===== config.mk =====
export PLATFORM = sky130hd
export DESIGN_NAME = lc3b_cpu
export DESIGN_NICKNAME = d
export VERILOG_FILES = /design/src/lc3b_types.sv /design/src/regfile_if.sv /design/src/control_rom.sv /design/src/regfile.sv /design/src/alu.sv /design/src/pipeline_core.sv /design/src/lc3b_cpu.sv
export VERILOG_INCLUDE_DIRS = /design/src
export SDC_FILE = /design/constraint.sdc
export NUM_CORES = 1
export LEC_CHECK = 0
export ABC_CLOCK_PERIOD_IN_PS = 4750
export BUFFER_PORTS_ARGS = -buffer_cell sky130_fd_sc_hd__buf_2
export CAP_MARGIN = 20
export CORE_ASPECT_RATIO = 0.8
export CORE_MARGIN = 2
export CORE_UTILIZATION = 35
export DETAILED_ROUTE_END_ITERATION = 7
export PLACE_DENSITY = 0.57
export SLEW_MARGIN = 20
export SYNTH_ARGS = -nofsm -noshare
export SYNTH_HDL_FRONTEND = slang
export SYNTH_SLANG_ARGS = --single-unit

===== constraint.sdc =====
create_clock -name clk -period 4.75 [get_ports clk]
set_input_delay 0.7125 -clock clk [delete_from_list [all_inputs] [get_ports clk]]
set_output_delay 0.7125 -clock clk [all_outputs]
set_load 0.01 [all_outputs]

===== src/lc3b_defines.svh =====
// LC-3b core parameters
// word width, register count and PC value after reset
// shared by the type package and the RTL modules

`ifndef LC3B_DEFINES_SVH
`define LC3B_DEFINES_SVH

// data and byte address width
`define LC3B_WORD_WIDTH 16

// general purpose registers R0..R7
`define LC3B_NUM_REGS 8

// first fetch address
`define LC3B_RESET_PC 16'h0000

`endif


===== src/lc3b_types.sv =====
// LC-3b type package
// vector types with a meaning, opcode and ALU encodings,
// and the control word produced in decode
`default_nettype none
`include "lc3b_defines.svh"

package lc3b_types;

    typedef logic [`LC3B_WORD_WIDTH-1:0] lc3b_word;
    typedef logic [$clog2(`LC3B_NUM_REGS)-1:0] lc3b_reg;

    // n, z, p from msb down
    typedef logic [2:0] lc3b_nzp;

    typedef enum logic [3:0] {
        op_br   = 4'b0000,
        op_add  = 4'b0001,
        op_ldb  = 4'b0010,
        op_stb  = 4'b0011,
        op_jsr  = 4'b0100,
        op_and  = 4'b0101,
        op_ldr  = 4'b0110,
        op_str  = 4'b0111,
        op_rti  = 4'b1000,
        op_not  = 4'b1001,
        op_ldi  = 4'b1010,
        op_sti  = 4'b1011,
        op_jmp  = 4'b1100,
        op_shf  = 4'b1101,
        op_lea  = 4'b1110,
        op_trap = 4'b1111
    } lc3b_opcode;

    typedef enum logic [1:0] {
        alu_pass,
        alu_add,
        alu_and,
        alu_not
    } lc3b_aluop;

    // the all-zero word is a bubble
    typedef struct packed {
        lc3b_opcode opcode;
        lc3b_aluop  aluop;
        logic       addr1mux_sel;
        logic [1:0] addr2mux_sel;
        logic       br_op;
        logic       lshf;
        logic       sr2mux_sel;
        logic       dcache_read;
        logic       dcache_write;
        logic [1:0] wbmux_sel;
        logic       load_cc;
        logic       load_reg;
        logic       storemux_sel;
    } lc3b_control_word;

endpackage

`default_nettype wire


===== src/regfile_if.sv =====
// register file interface
// two combinational read ports and one write port
// between the pipeline core and the register file
`default_nettype none

interface regfile_if;

    lc3b_types::lc3b_reg  sr1;
    lc3b_types::lc3b_reg  sr2;
    lc3b_types::lc3b_word sr1_data;
    lc3b_types::lc3b_word sr2_data;
    lc3b_types::lc3b_reg  dest;
    lc3b_types::lc3b_word wdata;
    logic                 load;

    // decode reads, writeback writes
    modport core
    (
        output sr1, sr2, dest, wdata, load,
        input  sr1_data, sr2_data
    );

    modport regfile
    (
        input  sr1, sr2, dest, wdata, load,
        output sr1_data, sr2_data
    );

endinterface

`default_nettype wire


===== src/control_rom.sv =====
// LC-3b decode control ROM
// maps opcode and ir5 to the control word of one instruction
// opcodes outside the supported set decode to a bubble
`default_nettype none

module control_rom
(
    input  wire lc3b_types::lc3b_opcode opcode,
    input  wire logic                   ir5,
    output lc3b_types::lc3b_control_word ctrl
);

    always_comb
    begin
        ctrl.opcode       = opcode;
        ctrl.aluop        = lc3b_types::alu_pass;
        ctrl.addr1mux_sel = 1'b0;
        ctrl.addr2mux_sel = 2'b00;
        ctrl.br_op        = 1'b0;
        ctrl.lshf         = 1'b0;
        ctrl.sr2mux_sel   = 1'b0;
        ctrl.dcache_read  = 1'b0;
        ctrl.dcache_write = 1'b0;
        ctrl.wbmux_sel    = 2'b00;
        ctrl.load_cc      = 1'b0;
        ctrl.load_reg     = 1'b0;
        ctrl.storemux_sel = 1'b0;

        case (opcode)
            lc3b_types::op_add,
            lc3b_types::op_and:
            begin
                ctrl.aluop      = (opcode == lc3b_types::op_add) ? lc3b_types::alu_add
                                                                 : lc3b_types::alu_and;
                ctrl.wbmux_sel  = 2'b11;
                ctrl.load_reg   = 1'b1;
                ctrl.load_cc    = 1'b1;
                // imm5 form
                ctrl.sr2mux_sel = ir5;
            end

            lc3b_types::op_not:
            begin
                ctrl.aluop     = lc3b_types::alu_not;
                ctrl.wbmux_sel = 2'b11;
                ctrl.load_reg  = 1'b1;
                ctrl.load_cc   = 1'b1;
            end

            // base + (offset6 << 1)
            lc3b_types::op_ldr:
            begin
                ctrl.addr1mux_sel = 1'b1;
                ctrl.addr2mux_sel = 2'b01;
                ctrl.lshf         = 1'b1;
                ctrl.dcache_read  = 1'b1;
                ctrl.wbmux_sel    = 2'b01;
                ctrl.load_reg     = 1'b1;
                ctrl.load_cc      = 1'b1;
            end

            lc3b_types::op_str:
            begin
                ctrl.addr1mux_sel = 1'b1;
                ctrl.addr2mux_sel = 2'b01;
                ctrl.lshf         = 1'b1;
                ctrl.storemux_sel = 1'b1;
                ctrl.dcache_write = 1'b1;
            end

            // target is PC + 2 + (offset9 << 1)
            lc3b_types::op_br:
            begin
                ctrl.addr2mux_sel = 2'b10;
                ctrl.lshf         = 1'b1;
                ctrl.br_op        = 1'b1;
            end

            default:
            begin
                ctrl = '0;
            end
        endcase
    end

endmodule

`default_nettype wire


===== src/regfile.sv =====
// LC-3b register file
// eight 16-bit registers, two read ports and one write port
// a read of the register being written returns the new value
`default_nettype none
`include "lc3b_defines.svh"

module regfile
(
    input wire logic  clk,
    input wire logic  reset,
    regfile_if.regfile rf
);

    lc3b_types::lc3b_word regs [`LC3B_NUM_REGS];

    always_ff @(posedge clk)
    begin
        if (reset)
        begin
            for (int i = 0; i < `LC3B_NUM_REGS; i++)
            begin
                regs[i] <= '0;
            end
        end
        else if (rf.load)
        begin
            regs[rf.dest] <= rf.wdata;
        end
    end

    // write-through lets writeback and decode share a cycle
    assign rf.sr1_data = (rf.load && rf.dest == rf.sr1) ? rf.wdata : regs[rf.sr1];
    assign rf.sr2_data = (rf.load && rf.dest == rf.sr2) ? rf.wdata : regs[rf.sr2];

endmodule

`default_nettype wire


===== src/alu.sv =====
// LC-3b ALU
// pass, add, bitwise and, bitwise not on two words
`default_nettype none

module alu
(
    input  wire lc3b_types::lc3b_aluop aluop,
    input  wire lc3b_types::lc3b_word  a,
    input  wire lc3b_types::lc3b_word  b,
    output lc3b_types::lc3b_word       f
);

    always_comb
    begin
        case (aluop)
            lc3b_types::alu_add: f = a + b;
            lc3b_types::alu_and: f = a & b;
            lc3b_types::alu_not: f = ~a;
            // pass keeps operand a
            default:             f = a;
        endcase
    end

endmodule

`default_nettype wire


===== src/pipeline_core.sv =====
// LC-3b five-stage pipeline
// fetch, decode with hazard stall, execute with branch resolve,
// data memory access and register writeback
`default_nettype none
`include "lc3b_defines.svh"

module pipeline_core
(
    input  wire logic                 clk,
    input  wire logic                 reset,
    regfile_if.core                   rf,
    output lc3b_types::lc3b_word      imem_addr,
    input  wire lc3b_types::lc3b_word imem_rdata,
    output lc3b_types::lc3b_word      dmem_addr,
    output logic                      dmem_read,
    output logic                      dmem_write,
    output lc3b_types::lc3b_word      dmem_wdata,
    input  wire lc3b_types::lc3b_word dmem_rdata
);

    localparam int w = `LC3B_WORD_WIDTH;
    // byte addressed, one instruction is two bytes
    localparam lc3b_types::lc3b_word pc_step = lc3b_types::lc3b_word'(2);

    // fetch
    lc3b_types::lc3b_word pc;
    lc3b_types::lc3b_word pc_plus2;

    // IF/ID
    logic                 if_id_valid;
    lc3b_types::lc3b_word if_id_ir;
    lc3b_types::lc3b_word if_id_pc;

    // decode
    lc3b_types::lc3b_control_word rom_ctrl;
    lc3b_types::lc3b_control_word id_ctrl;
    lc3b_types::lc3b_reg          id_sr1;
    lc3b_types::lc3b_reg          id_sr2;
    lc3b_types::lc3b_reg          id_dest;
    logic                         id_uses_sr1;
    logic                         id_uses_sr2;
    logic                         ex_raw;
    logic                         mem_raw;
    logic                         cc_busy;
    logic                         stall;

    // ID/EX
    lc3b_types::lc3b_control_word id_ex_ctrl;
    lc3b_types::lc3b_word         id_ex_pc;
    lc3b_types::lc3b_word         id_ex_ir;
    lc3b_types::lc3b_word         id_ex_sr1_data;
    lc3b_types::lc3b_word         id_ex_sr2_data;
    lc3b_types::lc3b_reg          id_ex_dest;

    // execute
    lc3b_types::lc3b_word ex_imm5;
    lc3b_types::lc3b_word ex_offset;
    lc3b_types::lc3b_word ex_addr1;
    lc3b_types::lc3b_word ex_addr2;
    lc3b_types::lc3b_word ex_addr;
    lc3b_types::lc3b_word alu_b;
    lc3b_types::lc3b_word ex_alu;
    lc3b_types::lc3b_nzp  br_mask;
    logic                 br_taken;

    // EX/MEM
    lc3b_types::lc3b_control_word ex_mem_ctrl;
    lc3b_types::lc3b_word         ex_mem_alu;
    lc3b_types::lc3b_word         ex_mem_addr;
    lc3b_types::lc3b_word         ex_mem_wdata;
    lc3b_types::lc3b_reg          ex_mem_dest;

    // MEM/WB
    lc3b_types::lc3b_control_word mem_wb_ctrl;
    lc3b_types::lc3b_word         mem_wb_alu;
    lc3b_types::lc3b_word         mem_wb_rdata;
    lc3b_types::lc3b_reg          mem_wb_dest;

    // writeback and condition codes
    lc3b_types::lc3b_word wb_data;
    lc3b_types::lc3b_nzp  cc;
    lc3b_types::lc3b_nzp  cc_next;

    assign imem_addr = pc;
    assign pc_plus2  = pc + pc_step;

    always_ff @(posedge clk)
    begin
        if (reset)
        begin
            pc          <= `LC3B_RESET_PC;
            if_id_valid <= 1'b0;
        end
        else if (br_taken)
        begin
            pc          <= ex_addr;
            if_id_valid <= 1'b0;
        end
        else if (!stall)
        begin
            pc          <= pc_plus2;
            if_id_valid <= 1'b1;
        end
    end

    always_ff @(posedge clk)
    begin
        if (!stall)
        begin
            if_id_ir <= imem_rdata;
            if_id_pc <= pc_plus2;
        end
    end

    control_rom i_control_rom
    (
        .opcode (lc3b_types::lc3b_opcode'(if_id_ir[15:12])),
        .ir5    (if_id_ir[5]),
        .ctrl   (rom_ctrl)
    );

    assign id_ctrl = if_id_valid ? rom_ctrl : '0;
    assign id_sr1  = if_id_ir[8:6];
    // stores read SR from the dest field
    assign id_sr2  = id_ctrl.storemux_sel ? if_id_ir[11:9] : if_id_ir[2:0];
    assign id_dest = if_id_ir[11:9];

    assign rf.sr1 = id_sr1;
    assign rf.sr2 = id_sr2;

    // BR and bubbles read no register
    assign id_uses_sr1 = (id_ctrl.opcode != lc3b_types::op_br);
    assign id_uses_sr2 = id_ctrl.storemux_sel
                       || (!id_ctrl.sr2mux_sel && (id_ctrl.opcode == lc3b_types::op_add
                                                || id_ctrl.opcode == lc3b_types::op_and));

    assign ex_raw  = id_ex_ctrl.load_reg
                   && ((id_uses_sr1 && id_ex_dest == id_sr1)
                    || (id_uses_sr2 && id_ex_dest == id_sr2));
    assign mem_raw = ex_mem_ctrl.load_reg
                   && ((id_uses_sr1 && ex_mem_dest == id_sr1)
                    || (id_uses_sr2 && ex_mem_dest == id_sr2));
    // a branch waits until older cc writers reach writeback
    assign cc_busy = id_ctrl.br_op && (id_ex_ctrl.load_cc || ex_mem_ctrl.load_cc);
    assign stall   = ex_raw || mem_raw || cc_busy;

    always_ff @(posedge clk)
    begin
        if (reset || br_taken || stall)
        begin
            id_ex_ctrl <= '0;
        end
        else
        begin
            id_ex_ctrl <= id_ctrl;
        end
    end

    always_ff @(posedge clk)
    begin
        id_ex_pc       <= if_id_pc;
        id_ex_ir       <= if_id_ir;
        id_ex_sr1_data <= rf.sr1_data;
        id_ex_sr2_data <= rf.sr2_data;
        id_ex_dest     <= id_dest;
    end

    assign ex_imm5 = {{(w-5){id_ex_ir[4]}}, id_ex_ir[4:0]};
    assign alu_b   = id_ex_ctrl.sr2mux_sel ? ex_imm5 : id_ex_sr2_data;

    alu i_alu
    (
        .aluop (id_ex_ctrl.aluop),
        .a     (id_ex_sr1_data),
        .b     (alu_b),
        .f     (ex_alu)
    );

    always_comb
    begin
        case (id_ex_ctrl.addr2mux_sel)
            2'b01:   ex_offset = {{(w-6){id_ex_ir[5]}}, id_ex_ir[5:0]};
            2'b10:   ex_offset = {{(w-9){id_ex_ir[8]}}, id_ex_ir[8:0]};
            default: ex_offset = '0;
        endcase
    end

    assign ex_addr1 = id_ex_ctrl.addr1mux_sel ? id_ex_sr1_data : id_ex_pc;
    assign ex_addr2 = id_ex_ctrl.lshf ? {ex_offset[w-2:0], 1'b0} : ex_offset;
    assign ex_addr  = ex_addr1 + ex_addr2;

    assign br_mask  = id_ex_ir[11:9];
    assign br_taken = id_ex_ctrl.br_op && ((br_mask & cc) != '0);

    always_ff @(posedge clk)
    begin
        if (reset)
        begin
            ex_mem_ctrl <= '0;
            mem_wb_ctrl <= '0;
        end
        else
        begin
            ex_mem_ctrl <= id_ex_ctrl;
            mem_wb_ctrl <= ex_mem_ctrl;
        end
    end

    always_ff @(posedge clk)
    begin
        ex_mem_alu   <= ex_alu;
        ex_mem_addr  <= ex_addr;
        ex_mem_wdata <= id_ex_sr2_data;
        ex_mem_dest  <= id_ex_dest;
        mem_wb_alu   <= ex_mem_alu;
        mem_wb_rdata <= dmem_rdata;
        mem_wb_dest  <= ex_mem_dest;
    end

    // memory answers in the same cycle
    assign dmem_addr  = ex_mem_addr;
    assign dmem_read  = ex_mem_ctrl.dcache_read;
    assign dmem_write = ex_mem_ctrl.dcache_write;
    assign dmem_wdata = ex_mem_wdata;

    assign wb_data = (mem_wb_ctrl.wbmux_sel == 2'b01) ? mem_wb_rdata : mem_wb_alu;

    assign rf.dest  = mem_wb_dest;
    assign rf.wdata = wb_data;
    assign rf.load  = mem_wb_ctrl.load_reg;

    always_comb
    begin
        if (wb_data[w-1])
        begin
            cc_next = 3'b100;
        end
        else if (wb_data == '0)
        begin
            cc_next = 3'b010;
        end
        else
        begin
            cc_next = 3'b001;
        end
    end

    always_ff @(posedge clk)
    begin
        if (reset)
        begin
            cc <= '0;
        end
        else if (mem_wb_ctrl.load_cc)
        begin
            cc <= cc_next;
        end
    end

endmodule

`default_nettype wire


===== src/lc3b_cpu.sv =====
// LC-3b CPU top level
// pipeline core and register file joined by the register file interface,
// with instruction and data memory on plain ports
`default_nettype none

module lc3b_cpu
(
    input  wire logic                 clk,
    input  wire logic                 reset,

    // instruction memory
    output lc3b_types::lc3b_word      imem_addr,
    input  wire lc3b_types::lc3b_word imem_rdata,

    // data memory, single-cycle strobes
    output lc3b_types::lc3b_word      dmem_addr,
    output logic                      dmem_read,
    output logic                      dmem_write,
    output lc3b_types::lc3b_word      dmem_wdata,
    input  wire lc3b_types::lc3b_word dmem_rdata
);

    regfile_if rf_bus ();

    regfile i_regfile
    (
        .clk   (clk),
        .reset (reset),
        .rf    (rf_bus.regfile)
    );

    pipeline_core i_core
    (
        .clk        (clk),
        .reset      (reset),
        .rf         (rf_bus.core),
        .imem_addr  (imem_addr),
        .imem_rdata (imem_rdata),
        .dmem_addr  (dmem_addr),
        .dmem_read  (dmem_read),
        .dmem_write (dmem_write),
        .dmem_wdata (dmem_wdata),
        .dmem_rdata (dmem_rdata)
    );

endmodule

`default_nettype wire


; ---- Yosys cells after proc, flatten, opt, wreduce, memory -nomap -nowiden
; Memories as Yosys holds them, arrays and structs flattened. A register that Yosys moved wholly into a read port is not among the register bits.
; Cells that the tools add are included.
[classes]
addsub = 3
multipliers = 0
div_mod_pow = 0
n_lt_le_gt_ge = 0
eq_ne = 20
n_shift = 0
n_mux = 34
bitwise = 4
n_reduce_logical = 33
[ops]
columns = cell, count
row1 = 2-to-1 mux 16 bit, 9
row2 = one-hot mux 16 bit (3 select lines), 1
row3 = adder 16 bit, 2
row4 = one-hot mux 16 bit (2 select lines), 1
row5 = 2-to-1 mux 19 bit, 1
row6 = == test 3 bit, 6
row7 = adder 16 x 2 -> 16 bit (second input constant), 1
row8 = bitwise AND 16 bit, 1
row9 = == test 4 x 3 -> 1 bit (second input constant), 4
row10 = logical NOT 16 bit, 1
row11 = inverter 16 bit, 1
row12 = OR reduction 16 bit, 1
row13 = 2-to-1 mux 1 bit, 12
row14 = 2-to-1 mux 3 bit, 4
row15 = logical AND 1 bit, 11
row16 = logical OR 1 bit, 9
row17 = == test 4 x 1 -> 1 bit (second input constant), 2
row18 = one-hot mux 2 bit (2 select lines), 2
row19 = one-hot mux 4 bit (2 select lines), 1
row20 = OR reduction 2 bit, 4
row21 = == test 2 x 1 -> 1 bit (second input constant), 3
row22 = == test 2 bit (second input constant), 3
row23 = OR reduction 3 bit, 2
row24 = OR reduction 6 bit, 1
row25 = 10 further kinds, 11
[totals]
reg_bits = 225
latch_bits = 0
ram_bits = 128
rom_bits = 0
input_bits = 34
output_inout_bits = 50
elab_cells = 131
mem_count = 1
[memory_table]
columns = memory, depth, width, rd, rd_ports_with_merged_regs, write_ports, line
row1 = i_regfile.regs, 8, 16, 2, 1, 8, regfile.sv:14  ; lc3b_types::lc3b_word regs [`LC3B_NUM_REGS];

; ---- Depth between registers and ports, before layout
[logic_depth]
word_depth = 15
depth_mapped = 15
depth_no_buf = 15

; ---- By module
; A second synthesis with hierarchy kept.
[unflattened]
hier_cells = 1286
hier_area_um2 = 16478.3
[by_module_without_submodules]
columns = mod, n_inst, cells_per_inst, area_each_um2, seq_area_each_um2
row1 = pipeline_core, 1, 643, 7643.6, 4764.6
row2 = regfile, 1, 445, 7453.4, 3843.7
row3 = alu, 1, 168, 1186.1, 0.0
row4 = control_rom, 1, 30, 195.2, 0.0

; ---- Worst setup path before layout
; OpenSTA, ideal clock, no wires.
[synth_path]
kind = reg2reg
startpoint = register i_core.id_ex_ctrl[10] (netlist name)
endpoint = register i_core.ex_mem_addr[14], in the netlist i_core.dmem_addr[14]
setup_time_ns = 0.123
arrival_time_ns = 3.083
required_time_ns = 4.627
slack_ns = 1.543
stages_incl_launch_ff = 15
path_buffers = 0
period_less_slack_ns = 3.207
path_cell_list = dfxtp_1 > inv_1 > ha_1 > o21bai_1 > nor3b_1 > ha_1 > inv_1 > fa_1 > nor2b_1 > o31a_1 > o211ai_1 > a21oi_1 > o31ai_1 > mux2_2 > or2_2
[synth_between]
elab_chain_cells = 4
elab_cells_between_ends = 5
cone_classes = 1 x add/sub / 2 x eq/ne / 2 x mux
[synth_lines]
columns = item, line
row1 = "start, declared", pipeline_core.sv:48  ; lc3b_types::lc3b_control_word id_ex_ctrl;
row2 = "start signal, assigned", pipeline_core.sv:155  ; id_ex_ctrl <= id_ctrl;
row3 = == test 2 bit / == test 2 x 1 -> 1 bit (equally long branches), pipeline_core.sv:181  ; case (id_ex_ctrl.addr2mux_sel)
row4 = one-hot mux 16 bit (2 select lines) *, pipeline_core.sv:181
row5 = 2-to-1 mux 16 bit *, pipeline_core.sv:189  ; assign ex_addr2 = id_ex_ctrl.lshf ? {ex_offset[w-2:0], 1'b0} : ex_offset;
row6 = adder 16 bit *, pipeline_core.sv:190  ; assign ex_addr = ex_addr1 + ex_addr2;
row7 = via i_core.ex_addr[14], pipeline_core.sv:60  ; lc3b_types::lc3b_word ex_addr;
row8 = "end signal, assigned", pipeline_core.sv:212  ; ex_mem_addr <= ex_addr;
row9 = "end, declared", pipeline_core.sv:69  ; lc3b_types::lc3b_word ex_mem_addr;
; Mark *: on every way through the listed nets, which the timed path passes. The rest lies on a longest branch.
; A chain may end at the register's enable or synchronous reset.

; ---- Worst setup path in the final report
[layout_path]
startpoint = register i_core.id_ex_ctrl[7] (netlist name)
endpoint = register i_core.ex_mem_alu[12]
[layout_between]
elab_chain_cells = 3
elab_cells_between_ends = 4
cone_classes = 1 x add/sub / 2 x mux / 1 x bitwise
[layout_lines]
columns = item, line
row1 = 2-to-1 mux 16 bit *, pipeline_core.sv:169  ; assign alu_b = id_ex_ctrl.sr2mux_sel ? ex_imm5 : id_ex_sr2_data;
row2 = adder 16 bit / bitwise AND 16 bit (equally long branches), "alu.sv:16, alu.sv:17"
row3 = one-hot mux 16 bit (3 select lines) *, alu.sv:15  ; case (aluop)
row4 = via i_core.ex_alu[12], pipeline_core.sv:62  ; lc3b_types::lc3b_word ex_alu;
row5 = "end signal, assigned", pipeline_core.sv:211  ; ex_mem_alu <= ex_alu;
row6 = "end, declared", pipeline_core.sv:68  ; lc3b_types::lc3b_word ex_mem_alu;
; Marked as above.

==> key figures <==
Outcome
  • Status: complete, no violations

STA
  • RSZ-0062 raised after global routing: no
  • Rel. slew slack: between 30% and 40%
  • Crit share post-route: between 80% and 90%
  • Final WS setup: ~0.7 ns
  • Setup Skew: between 0.015 and 0.02 ns
  • Final min period: 4.047 ns
  • Setup TNS: 0 ns
  • Fmax: between 200 and 250 MHz
  • Worst-margin pin slew: 1.018 ns
  • Final Max Tran Viols: 0
  • Final setup viols: 0
  • Final Hold Viols: 0

Power and ir drop
  • Leak pwr: around 7.1 nW
  • Power Dens Cells: 388.5 nW/um^2
  • Peak supply drop: between 0.2 and 0.3 mV

Clock network
  • Clock root buffer: clkbuf_16
  • Post-CTS Hold Fix Bufs: 0
  • Post-CTS setup buffers: 0
  • Clk slew on worst S/H paths: ~0.06 ns
  • Max H-tree Level: 2
  • Clock buffer depth: 3
  • Total CTS buffers: 36
  • Post-cts resize count: 0
  • Clk Latency, worst-skew pair: ~0.53 ns
  • Clk sinks: between 300 and 400
  • CTS tree: built

Floorplanning
  • Die W: ~240 um
  • Starting Density: between 30% and 40%
  • DIE AREA: around 46000 sq um
  • Core Rows: 69
  • Core Footprint: about 44000 sq um
  • Height of the die: 192.8 um
  • IO Count: 84

Yosys
  • Post-synth EDFFs: 160
  • Post-Synthesis Cells: ~1400
  • Mapped Nets: about 1500
  • Seq cells post-synth: roughly 350
  • Syn Std Cell Area: roughly 16000 sq um
  • Syn Area/Cell: between 10 and 15 sq um
  • Sequential fraction of the synthesis area: 54.80%
  • Synth warnings: 0
  • Most frequent cell after synthesis: dfxtp_1
  • Post-synthesis async set-or-reset flop share: 0%
  • Synth Flop Type: dfxtp_1
  • Post-synth top area cell: edfxtp_1
  • Post-synth top cells: 187 x dfxtp_1, 175 x nor2_1, 171 x nand2_1, 160 x edfxtp_1, 66 x clkbuf_1
  • Synth top area share: a little over 30%
  • Synth top area cells: edfxtp_1 31%, dfxtp_1 24%, mux4_2 4.6%, nor2_1 4.2%, nand2_1 4.1%
  • Count of cell types in the netlist: 72

Critical path
  • Cell depth of the worst flop-to-flop path: 10
  • Setup Crit Path Kind: flop to flop
  • Crit path depth: 10
  • Slowest-stage cell, CP: a2111oi_0
  • Cell-by-cell trace of the critical path: mux2_2 > ha_1 > fa_1 > a21o_1 > a21oi_1 > o21ai_0 > a2111oi_0 > nor2_1 > xnor2_1 > a221oi_1
  • CP Capture Type: flop
  • Critical Path RT: between 5 and 6 ns
  • CP Max Fanout: 17
  • Critical path's top delay family: compound AO/OA/AOI/OAI gates
  • CP arrival: about 4.5 ns
  • Worst Path Buf+Inv: 0
  • Slowest cell delay on critical path: ~0.76 ns
  • Setup crit start kind: flop

Route
  • Routed len/inst: between 20 and 25 um
  • Final WL: about 43000 um
  • Via count: around 11000
  • Drt initial violations: between 1000 and 1500
  • Pre-antenna DRT Iters: 5
  • Routed vias/inst: 5.308
  • DRC Markers: 0
  • Antenna viol nets, final: 0

Run
  • Max_cap viols: 0

Cells and area
  • Share of cells above drive strength 1: around a fifth
  • Area growth syn-to-layout: 15.15%
  • Max FFs per register: 128
  • Nets: ~1600
  • Fin util: around two fifths
  • # diodes: 0
  • Biggest register: i_regfile.regs

GRT
  • Antenna violations before repair: 2
  • First-pass GRT wire length: roughly 66000 um
  • GR Util All Layers: a little under a fifth
  • Number of global-route vias before repair: approximately 11000
  • Remaining Overflow, GRT: 0
  • Pin count of the biggest net entering global routing: between 50 and 60

Min path
  • HP Class: primary input to flop
  • Hold depth: 1

Placed design
  • GPL Wtd Cong: approximately 0.86
  • Worst slack at placement: a little over 0.9 ns
  • Number of port buffers: a little over 80
  • HPWL Detailed: around 28000 um
layer usage:
metal  wire (um)  track usage (%)  part of all wire, %
met1       20450            27.67                   47
met3        3258            3.576                  7.5
met5           0                0                    0
met2       18580            27.98                   43
met4         889            5.471                  2.1
final cells by class:
class	instances	area, sq um
inverters	31	116.4
clock inverters	10	77.57
well taps	603	754.5
clock buffers	54	1061
flip-flops and latches	347	8551
repair buffers	137	833.3
multi-input cells	973	6569
fillers	4328	26240
metrics by stage:
stage / cells / power, mW / hold slack [ns] / area, sq um
CTS: 2154 / 7.028 / 0.2642 / 17940
global route: 2155 / 7.248 / 0.2623 / 17960
detailed placement: 2090 / 4.257 / 0.3121 / 16800
global placement: 2090 / 4.247 / 0.3132 / 16800
finish: 2155 / 6.977 / 0.2841 / 17960
floorplan: 1445 / 3.960 / 0.3096 / 15600
worst paths after layout:
check / startpoint / to / slack [ns]
hold reg to reg: i_core.ex_mem_alu[5] / i_core.mem_wb_alu[5] / 0.31
setup reg to reg: i_core.id_ex_ctrl[7] / i_core.ex_mem_alu[12] / 0.70
hold / removal: dmem_rdata[8] / i_core.mem_wb_rdata[8] / 0.28
setup / recovery: i_core.id_ex_ctrl[7] / i_core.ex_mem_alu[12] / 0.70
logic make-up after synthesis:
| logic type | Yosys count | share of synthesized area, % |
|---|---|---|
| compound gates | 240 | 10.34 |
| simple gates | 531 | 15.59 |
| xor+xnor | 64 | 3.593 |
| buf+inv | 125 | 3.224 |
| mux | 102 | 9.473 |
| fa+ha+maj | 36 | 2.984 |
| flops | 347 | 54.80 |
power by group:
part	internal, mW	switching, mW
Sequential	3.29	0.135
Combinational	0.319	0.463
Clock	1.60	1.17
Total	5.21	1.76
placed cells by master, fill, tap and decap left out, types with 3 or more instances in the layout:
cell type  netlist  routed
xnor2_1         35      35
mux2i_1         25      24
clkbuf_8         0       5
clkbuf_1        66      11
o2111ai_1        3       3
a22oi_1          3       3
nand2b_1        20      20
and3_1          28      28
nand4_1         11      11
nor2_1         175     175
or3_1            5       5
and2_1           7       7
nor2b_1         18      17
o31ai_1          5       5
edfxtp_1       160     160
nor4_1           3       3
buf_2           15      83
nand2_1        171     171
mux4_2          32      32
a31o_2           7       7
o21ai_0         54      54
o21a_1           3       3
ha_1            34      34
mux2_2          45      45
a21oi_1         61      61
inv_1           29      29
nand3_1         58      58
buf_4            2      53
xor2_1          29      29
clkbuf_16        0      38
o21bai_1         7       7
dfxtp_1        187     185
a21o_1           8       8
a31oi_1          5       5
a311oi_1        35      35
clkinv_2         0       7
nor3_1          14      14
a211oi_1        27      27
nand3b_1         5       5
No activity file was read; power rests on OpenSTA's default activity.
